File: config.mk
export PLATFORM = sky130hd
export DESIGN_NAME = shared_fifo_push_credit
export DESIGN_NICKNAME = d
export VERILOG_FILES = /design/src/design/shared_fifo_cfg_pkg.sv /design/src/design/shared_fifo_data_pkg.sv /design/src/design/push_credit_ingress.sv /design/src/design/partition_write_ctrl.sv /design/src/design/flop_storage.sv /design/src/design/partition_read_ctrl.sv /design/src/design/shared_fifo_push_credit.sv
export VERILOG_INCLUDE_DIRS = /design/src /design/src/design
export SDC_FILE = /design/constraint.sdc
export NUM_CORES = 1
export LEC_CHECK = 0
export BUFFER_PORTS_ARGS = -buffer_cell sky130_fd_sc_hd__buf_2
export CAP_MARGIN = 20
export CORE_MARGIN = 2
export CORE_UTILIZATION = 60
export DETAILED_ROUTE_END_ITERATION = 7
export HOLD_SLACK_MARGIN = 0.12
export PLACE_DENSITY = 0.79
export SYNTH_ARGS = -nofsm -noshare
export SYNTH_HDL_FRONTEND = slang
export SYNTH_HIERARCHICAL = 1
export SYNTH_SLANG_ARGS = --single-unit
File: constraint.sdc
create_clock -name clk -period 3.9 [get_ports clk]
set_input_delay 0.39 -clock clk [delete_from_list [all_inputs] [get_ports clk]]
set_output_delay 0.39 -clock clk [all_outputs]
set_load 0.005 [all_outputs]
File: src/design/shared_fifo_macros.svh
`ifndef SHARED_FIFO_MACROS_SVH
`define SHARED_FIFO_MACROS_SVH

`default_nettype none

// number of logical FIFOs sharing the array
`define SF_NUM_FIFOS 2

// entries in the shared flop array
`define SF_DEPTH 8

// payload bits per entry
`define SF_WIDTH 8

`default_nettype wire

`endif

File: src/design/shared_fifo_cfg_pkg.sv
`include "shared_fifo_macros.svh"

`default_nettype none

package shared_fifo_cfg_pkg;

  localparam int fifo_id_width = (`SF_NUM_FIFOS > 1) ? $clog2(`SF_NUM_FIFOS) : 1;
  localparam int addr_width = (`SF_DEPTH > 1) ? $clog2(`SF_DEPTH) : 1;
  localparam int count_width = $clog2(`SF_DEPTH + 1);

  typedef logic [fifo_id_width-1:0] fifo_id_t;
  typedef logic [addr_width-1:0] addr_t;
  typedef logic [count_width-1:0] count_t;

  // base and bound are both inclusive
  typedef struct packed {
    addr_t base;
    addr_t bound;
  } partition_t;

  typedef partition_t [`SF_NUM_FIFOS-1:0] partition_cfg_t;

  // pointer step with wrap from bound back to base
  function automatic addr_t next_addr(addr_t ptr, partition_t part);
    return (ptr == part.bound) ? part.base : addr_t'(ptr + 1'b1);
  endfunction

endpackage

`default_nettype wire

File: src/design/shared_fifo_data_pkg.sv
`include "shared_fifo_macros.svh"

`default_nettype none

package shared_fifo_data_pkg;

  typedef logic [`SF_WIDTH-1:0] data_t;

  // one beat on the push side, no ready
  typedef struct packed {
    shared_fifo_cfg_pkg::fifo_id_t fifo_id;
    data_t data;
  } push_beat_t;

  // single write port into the flop array
  typedef struct packed {
    logic en;
    shared_fifo_cfg_pkg::addr_t addr;
    data_t data;
  } storage_wr_t;

endpackage

`default_nettype wire

File: src/design/push_credit_ingress.sv
`include "shared_fifo_macros.svh"

`timescale 1ns/1ps
`default_nettype none

module push_credit_ingress (
  input  logic                               clk,
  input  logic                               rst,
  input  shared_fifo_cfg_pkg::partition_cfg_t config_partition,
  input  logic                               push_valid,
  input  shared_fifo_data_pkg::push_beat_t   push_beat,
  input  logic [`SF_NUM_FIFOS-1:0]           popped,
  output logic                               ing_valid,
  output shared_fifo_data_pkg::push_beat_t   ing_beat,
  output logic                               push_overflow,
  output logic                               config_error,
  output logic                               push_receiver_in_reset
);

  shared_fifo_cfg_pkg::count_t [`SF_NUM_FIFOS-1:0] free_slots;
  logic [`SF_NUM_FIFOS-1:0] take;
  logic push_has_slot;
  logic config_bad;

  assign push_has_slot = free_slots[push_beat.fifo_id] != '0;

  always_comb begin
    for (int i = 0; i < `SF_NUM_FIFOS; i++) begin
      take[i] = push_valid && push_has_slot &&
                (push_beat.fifo_id == shared_fifo_cfg_pkg::fifo_id_t'(i));
    end
  end

  // inverted range, out of array, or overlap between any two partitions
  always_comb begin
    config_bad = 1'b0;
    for (int i = 0; i < `SF_NUM_FIFOS; i++) begin
      if (config_partition[i].bound < config_partition[i].base) config_bad = 1'b1;
      if (int'(config_partition[i].bound) >= `SF_DEPTH) config_bad = 1'b1;
      for (int j = i + 1; j < `SF_NUM_FIFOS; j++) begin
        if ((config_partition[i].base <= config_partition[j].bound) &&
            (config_partition[j].base <= config_partition[i].bound)) begin
          config_bad = 1'b1;
        end
      end
    end
  end

  always_ff @(posedge clk) begin
    if (rst) begin
      for (int i = 0; i < `SF_NUM_FIFOS; i++) begin
        free_slots[i] <= shared_fifo_cfg_pkg::count_t'(config_partition[i].bound) -
                         shared_fifo_cfg_pkg::count_t'(config_partition[i].base) +
                         shared_fifo_cfg_pkg::count_t'(1);
      end
      ing_valid              <= 1'b0;
      push_overflow          <= 1'b0;
      config_error           <= 1'b0;
      push_receiver_in_reset <= 1'b1;
    end else begin
      for (int i = 0; i < `SF_NUM_FIFOS; i++) begin
        free_slots[i] <= free_slots[i] - shared_fifo_cfg_pkg::count_t'(take[i]) +
                         shared_fifo_cfg_pkg::count_t'(popped[i]);
      end
      ing_valid              <= push_valid && push_has_slot;
      push_overflow          <= push_overflow | (push_valid & ~push_has_slot); // sticky
      config_error           <= config_bad;
      push_receiver_in_reset <= 1'b0;
    end
  end

  always_ff @(posedge clk) begin
    ing_beat <= push_beat; // qualified by ing_valid
  end

endmodule

`default_nettype wire

File: src/design/partition_write_ctrl.sv
`include "shared_fifo_macros.svh"

`timescale 1ns/1ps
`default_nettype none

module partition_write_ctrl (
  input  logic                                clk,
  input  logic                                rst,
  input  shared_fifo_cfg_pkg::partition_cfg_t config_partition,
  input  logic                                ing_valid,
  input  shared_fifo_data_pkg::push_beat_t    ing_beat,
  output shared_fifo_data_pkg::storage_wr_t   wr,
  output logic [`SF_NUM_FIFOS-1:0]            committed
);

  shared_fifo_cfg_pkg::addr_t [`SF_NUM_FIFOS-1:0] tail;
  logic [`SF_NUM_FIFOS-1:0] hit;

  logic wr_en_q;
  shared_fifo_cfg_pkg::addr_t wr_addr_q;
  shared_fifo_data_pkg::data_t wr_data_q;

  // one-hot select of the FIFO this beat goes to
  always_comb begin
    for (int i = 0; i < `SF_NUM_FIFOS; i++) begin
      hit[i] = ing_valid && (ing_beat.fifo_id == shared_fifo_cfg_pkg::fifo_id_t'(i));
    end
  end

  always_ff @(posedge clk) begin
    if (rst) begin
      for (int i = 0; i < `SF_NUM_FIFOS; i++) begin
        tail[i] <= config_partition[i].base;
      end
      wr_en_q   <= 1'b0;
      committed <= '0;
    end else begin
      for (int i = 0; i < `SF_NUM_FIFOS; i++) begin
        if (hit[i]) begin
          tail[i] <= shared_fifo_cfg_pkg::next_addr(tail[i], config_partition[i]);
        end
      end
      wr_en_q   <= ing_valid;
      committed <= hit; // one-cycle pulse
    end
  end

  // address and data only matter with wr_en_q
  always_ff @(posedge clk) begin
    wr_addr_q <= tail[ing_beat.fifo_id];
    wr_data_q <= ing_beat.data;
  end

  always_comb begin
    wr.en   = wr_en_q;
    wr.addr = wr_addr_q;
    wr.data = wr_data_q;
  end

endmodule

`default_nettype wire

File: src/design/flop_storage.sv
`include "shared_fifo_macros.svh"

`timescale 1ns/1ps
`default_nettype none

module flop_storage (
  input  logic                                            clk,
  input  logic                                            rst,
  input  shared_fifo_data_pkg::storage_wr_t               wr,
  input  shared_fifo_cfg_pkg::addr_t  [`SF_NUM_FIFOS-1:0] rd_addr,
  output shared_fifo_data_pkg::data_t [`SF_NUM_FIFOS-1:0] rd_data
);

  shared_fifo_data_pkg::data_t mem [`SF_DEPTH];

  always_ff @(posedge clk) begin
    if (rst) begin
      for (int i = 0; i < `SF_DEPTH; i++) begin
        mem[i] <= '0;
      end
    end else if (wr.en) begin
      mem[wr.addr] <= wr.data;
    end
  end

  // one combinational read port per FIFO head
  always_comb begin
    for (int i = 0; i < `SF_NUM_FIFOS; i++) begin
      rd_data[i] = mem[rd_addr[i]];
    end
  end

endmodule

`default_nettype wire

File: src/design/partition_read_ctrl.sv
`include "shared_fifo_macros.svh"

`timescale 1ns/1ps
`default_nettype none

module partition_read_ctrl (
  input  logic                                            clk,
  input  logic                                            rst,
  input  shared_fifo_cfg_pkg::partition_cfg_t             config_partition,
  input  logic [`SF_NUM_FIFOS-1:0]                        committed,
  output shared_fifo_cfg_pkg::addr_t  [`SF_NUM_FIFOS-1:0] rd_addr,
  input  shared_fifo_data_pkg::data_t [`SF_NUM_FIFOS-1:0] rd_data,
  output logic [`SF_NUM_FIFOS-1:0]                        pop_valid,
  input  logic [`SF_NUM_FIFOS-1:0]                        pop_ready,
  output shared_fifo_data_pkg::data_t [`SF_NUM_FIFOS-1:0] pop_data,
  output logic [`SF_NUM_FIFOS-1:0]                        popped,
  output logic [`SF_NUM_FIFOS-1:0]                        push_credit
);

  shared_fifo_cfg_pkg::addr_t  [`SF_NUM_FIFOS-1:0] head;
  shared_fifo_cfg_pkg::count_t [`SF_NUM_FIFOS-1:0] occupancy;

  always_comb begin
    for (int i = 0; i < `SF_NUM_FIFOS; i++) begin
      pop_valid[i] = occupancy[i] != '0;
    end
  end

  assign popped = pop_valid & pop_ready;

  // head entry is presented straight from the array
  assign rd_addr  = head;
  assign pop_data = rd_data;

  always_ff @(posedge clk) begin
    if (rst) begin
      for (int i = 0; i < `SF_NUM_FIFOS; i++) begin
        head[i]      <= config_partition[i].base;
        occupancy[i] <= '0;
      end
      push_credit <= '0;
    end else begin
      for (int i = 0; i < `SF_NUM_FIFOS; i++) begin
        // commit and pop on the same edge cancel out
        occupancy[i] <= occupancy[i] + shared_fifo_cfg_pkg::count_t'(committed[i]) -
                        shared_fifo_cfg_pkg::count_t'(popped[i]);
        if (popped[i]) begin
          head[i] <= shared_fifo_cfg_pkg::next_addr(head[i], config_partition[i]);
        end
      end
      push_credit <= popped; // one credit per popped beat
    end
  end

endmodule

`default_nettype wire

File: src/design/shared_fifo_push_credit.sv
`include "shared_fifo_macros.svh"

`timescale 1ns/1ps
`default_nettype none

module shared_fifo_push_credit (
  input  logic                                            clk,
  input  logic                                            rst,
  input  shared_fifo_cfg_pkg::partition_cfg_t             config_partition,
  output logic                                            config_error,
  input  logic                                            push_valid,
  input  shared_fifo_data_pkg::push_beat_t                push_beat,
  output logic [`SF_NUM_FIFOS-1:0]                        push_credit,
  output logic                                            push_receiver_in_reset,
  output logic                                            push_overflow,
  output logic [`SF_NUM_FIFOS-1:0]                        pop_valid,
  input  logic [`SF_NUM_FIFOS-1:0]                        pop_ready,
  output shared_fifo_data_pkg::data_t [`SF_NUM_FIFOS-1:0] pop_data
);

  logic ing_valid;
  shared_fifo_data_pkg::push_beat_t ing_beat;
  shared_fifo_data_pkg::storage_wr_t wr;
  logic [`SF_NUM_FIFOS-1:0] committed;
  logic [`SF_NUM_FIFOS-1:0] popped;
  shared_fifo_cfg_pkg::addr_t  [`SF_NUM_FIFOS-1:0] rd_addr;
  shared_fifo_data_pkg::data_t [`SF_NUM_FIFOS-1:0] rd_data;

  push_credit_ingress u_ingress (
    .clk,
    .rst,
    .config_partition,
    .push_valid,
    .push_beat,
    .popped,
    .ing_valid,
    .ing_beat,
    .push_overflow,
    .config_error,
    .push_receiver_in_reset
  );

  partition_write_ctrl u_write_ctrl (
    .clk,
    .rst,
    .config_partition,
    .ing_valid,
    .ing_beat,
    .wr,
    .committed
  );

  flop_storage u_storage (
    .clk,
    .rst,
    .wr,
    .rd_addr,
    .rd_data
  );

  partition_read_ctrl u_read_ctrl (
    .clk,
    .rst,
    .config_partition,
    .committed,
    .rd_addr,
    .rd_data,
    .pop_valid,
    .pop_ready,
    .pop_data,
    .popped,
    .push_credit
  );

endmodule

`default_nettype wire

==> flow_metrics.env <==
export IMPL_worst_pin_slew_ps=1040
export IMPL_cts_sinks=121
export IMPL_cts_hold_buffers=8
export IMPL_ant_nets=0
export IMPL_drc=0
export IMPL_routed_wl_um=14600
export IMPL_async_flop_share=0
export IMPL_fin_skew_ps=7.83
export IMPL_maxSlewHeadroom=0.306
export IMPL_finalNetCount=644
export IMPL_ios=49
export IMPL_synth_nets=616
export IMPL_drt_initial_drc_count=366
export IMPL_grt_max_degree=44
export IMPL_preCtsSetupSlack_ps=1290
export IMPL_setup_viol=0
export IMPL_first_global_vias=4444
export IMPL_clock_latency_ps=410
export IMPL_slew_violations=0
export IMPL_port_buffer_count=48
export IMPL_vias=4462
export IMPL_worstHoldPathType="in2reg"
export IMPL_critPathSlowestCell="edfxtp_1"
export IMPL_maxCapViolCount=0
export IMPL_viasPerCell=6.15
export IMPL_ctsHtreeMaxLevel=4
export IMPL_whs_path_depth=1
export IMPL_synthesis_area_um2=6820
export IMPL_worst_ep_arrival_time_ps=2570
export IMPL_start_util=0.621
export IMPL_crit_path_end_kind="output port"
export IMPL_avgRoutedWirePerCell_um=20.2
export IMPL_area_growth_pct=12.0
export IMPL_ys_seq_area_frac=0.467
export IMPL_grt_util_all_layers=0.248
export IMPL_synth_warnings=6
export IMPL_grt_pass1_wl_um=23500
export IMPL_clk_transition_reported_paths_ps=60
export IMPL_ys_flop_type="edfxtp_1"
export IMPL_path_cells="mux4_1 -> mux2_2 -> buf_2"
export IMPL_cts_tree="yes"
export IMPL_p_per_area_nw_per_um2=637
export IMPL_fmax_mhz=338
export IMPL_fin_hold_ws_ps=148
export IMPL_grt_overflow_total=0
export IMPL_syn_area_per_cell_um2=12.5
export IMPL_die_width_um=111
export IMPL_post_cts_setup_buffers=0
export IMPL_die_area_um2=12200
export IMPL_rsz0062_at_grt="false"
export IMPL_cts_root_buf="clkbuf_16"
export IMPL_tns_ps=0
export IMPL_antennaDiodeCount=0
export IMPL_drive_gt1_frac=0.205
export IMPL_antenna_found_initial=0
export IMPL_critPathMaxFanout=19
export IMPL_path_class="reg2out"
export IMPL_hold_violations=0
export IMPL_irDropWorstVdd_uv=443
export IMPL_startpoint_type="flop"
export IMPL_required_ps=3510
export IMPL_syn_inst=544
export IMPL_gp_congestion=0.858
export IMPL_status="complete, no violations"
export IMPL_synth_seq_cells=121
export IMPL_post_route_period_util=0.758
export IMPL_core_area_um2=11000
export IMPL_dr_pass1_iters=5
export IMPL_worst_slack_ps=943
export IMPL_p_leak_nw=3.16
export IMPL_die_y_um=111
export IMPL_num_rows=38
export IMPL_worst_r2r_cell_count=11
export IMPL_dp_hpwl_um=10200
export IMPL_slowest_delay_ps=1030
export IMPL_cts_path_max_buffers=2
export IMPL_period_minus_slack_ps=2960
export IMPL_cts_resized=0
export IMPL_synth_cell_types=58
export IMPL_cts_buffers=17
export IMPL_synth_edf_count=76
==> stage by stage <==
step                      std cells  instance area, um2  power [mW]  utilization
after floorplan                 544                6820        2.99            -
after global placement          685                6930        3.15        0.631
after detailed placement        685                6930        3.24        0.631
after CTS                       725                7640        4.89        0.695
after global routing            725                7640        5.13        0.695
final                           725                7640        4.86        0.695
==> registers in the layout (all words and copies together), names as in the netlist <==
signal                            flops
u_ingress/ing_beat                    9
u_read_ctrl/occupancy                 8
u_read_ctrl/push_credit               2
u_write_ctrl/committed                2
u_write_ctrl/wr_addr_q                3
u_ingress/push_receiver_in_reset      1
u_write_ctrl/wr_data_q                8
u_write_ctrl/tail                     6
u_write_ctrl/wr_en_q                  1
u_ingress/free_slots                  8
u_ingress/ing_valid                   1
u_storage/mem                        64
u_ingress/push_overflow               1
u_ingress/config_error                1
u_read_ctrl/rd_addr                   6
==> worst max-delay path: cells and delay by family, from the launching register on <==
kind	cells	cell delay (ps)
buffers and inverters	1	120
DFF	1	1030
muxes	2	1000
==> area by class of cell <==
class	count	area [um2]
repair buffers	58	335
multi-input cells	313	3080
clock buffers	24	524
clock inverters	8	106
inverters	61	229
fillers	760	3350
well taps	140	175
flip-flops and latches	121	3180
==> routing by layer <==
metal,vias to the layer above,GRT usage,wire length [um]
met3,30,0.0681,1250
met2,219,0.386,7040
met1,2178,0.334,6050
met5,-,0,0
li1,2035,-,-
met4,0,0.0967,308
==> final timing paths <==
kind	to	from	slack [ps]
worst max-delay path	pop_data[6]	u_read_ctrl/rd_addr[0]	940
worst max register to register	u_ingress/free_slots[6]	u_ingress/free_slots[6]	1460
worst min-delay path	u_ingress/ing_beat[8]	push_beat[8]	150
worst min register to register	u_write_ctrl/wr_data_q[3]	u_ingress/ing_beat[3]	320
==> cell usage after synthesis (3+ instances only) <==
master	number	share of area
xor2_1	9	0.012
nand3_1	7	0.0051
buf_2	8	0.0059
buf_6	4	0.0066
o21bai_1	8	0.0088
nor2b_1	7	0.0064
buf_1	4	0.0022
mux4_2	3	0.0099
a21o_1	6	0.0066
edfxtp_1	76	0.33
fa_1	6	0.018
clkbuf_1	14	0.0077
buf_4	17	0.019
inv_1	53	0.029
nor2_1	13	0.0072
nand2b_1	5	0.0046
a21oi_1	14	0.010
xnor2_1	17	0.022
clkinv_1	8	0.0044
mux2i_1	4	0.0059
mux4_1	29	0.11
nand3b_1	4	0.0044
nor3_1	67	0.049
dfxtp_1	45	0.13
nand2_1	9	0.0050
o21ai_0	3	0.0022
ha_1	40	0.073
mux2_2	24	0.040
==> power breakdown <==
part / total, mW / switching, mW / internal (mW)
logic: 1.43 / 0.650 / 0.775
registers: 1.82 / 0.270 / 1.55
clock network: 1.62 / 0.547 / 1.07
==> cell families after synthesis <==
group | after synthesis | share of synthesized area
simple gates | 127 | 0.0990
flops | 121 | 0.467
buf+inv | 110 | 0.0806
mux | 62 | 0.171
compound gates | 50 | 0.0536
fa+ha+maj | 46 | 0.0911
xor+xnor | 28 | 0.0382
==> cell usage in the layout (no fill, tap or decap), types with 9 or more instances in the layout <==
cell type  instances
buf_2             48
mux2_2            24
ha_1              40
clkbuf_16         19
mux4_1            29
inv_1             53
nor3_1            67
dfxtp_1           45
xor2_1             9
nor2_1            13
xnor2_1           17
nand2_1            9
a21oi_1           14
edfxtp_1          76
No activity file was read; power rests on OpenSTA's default activity.
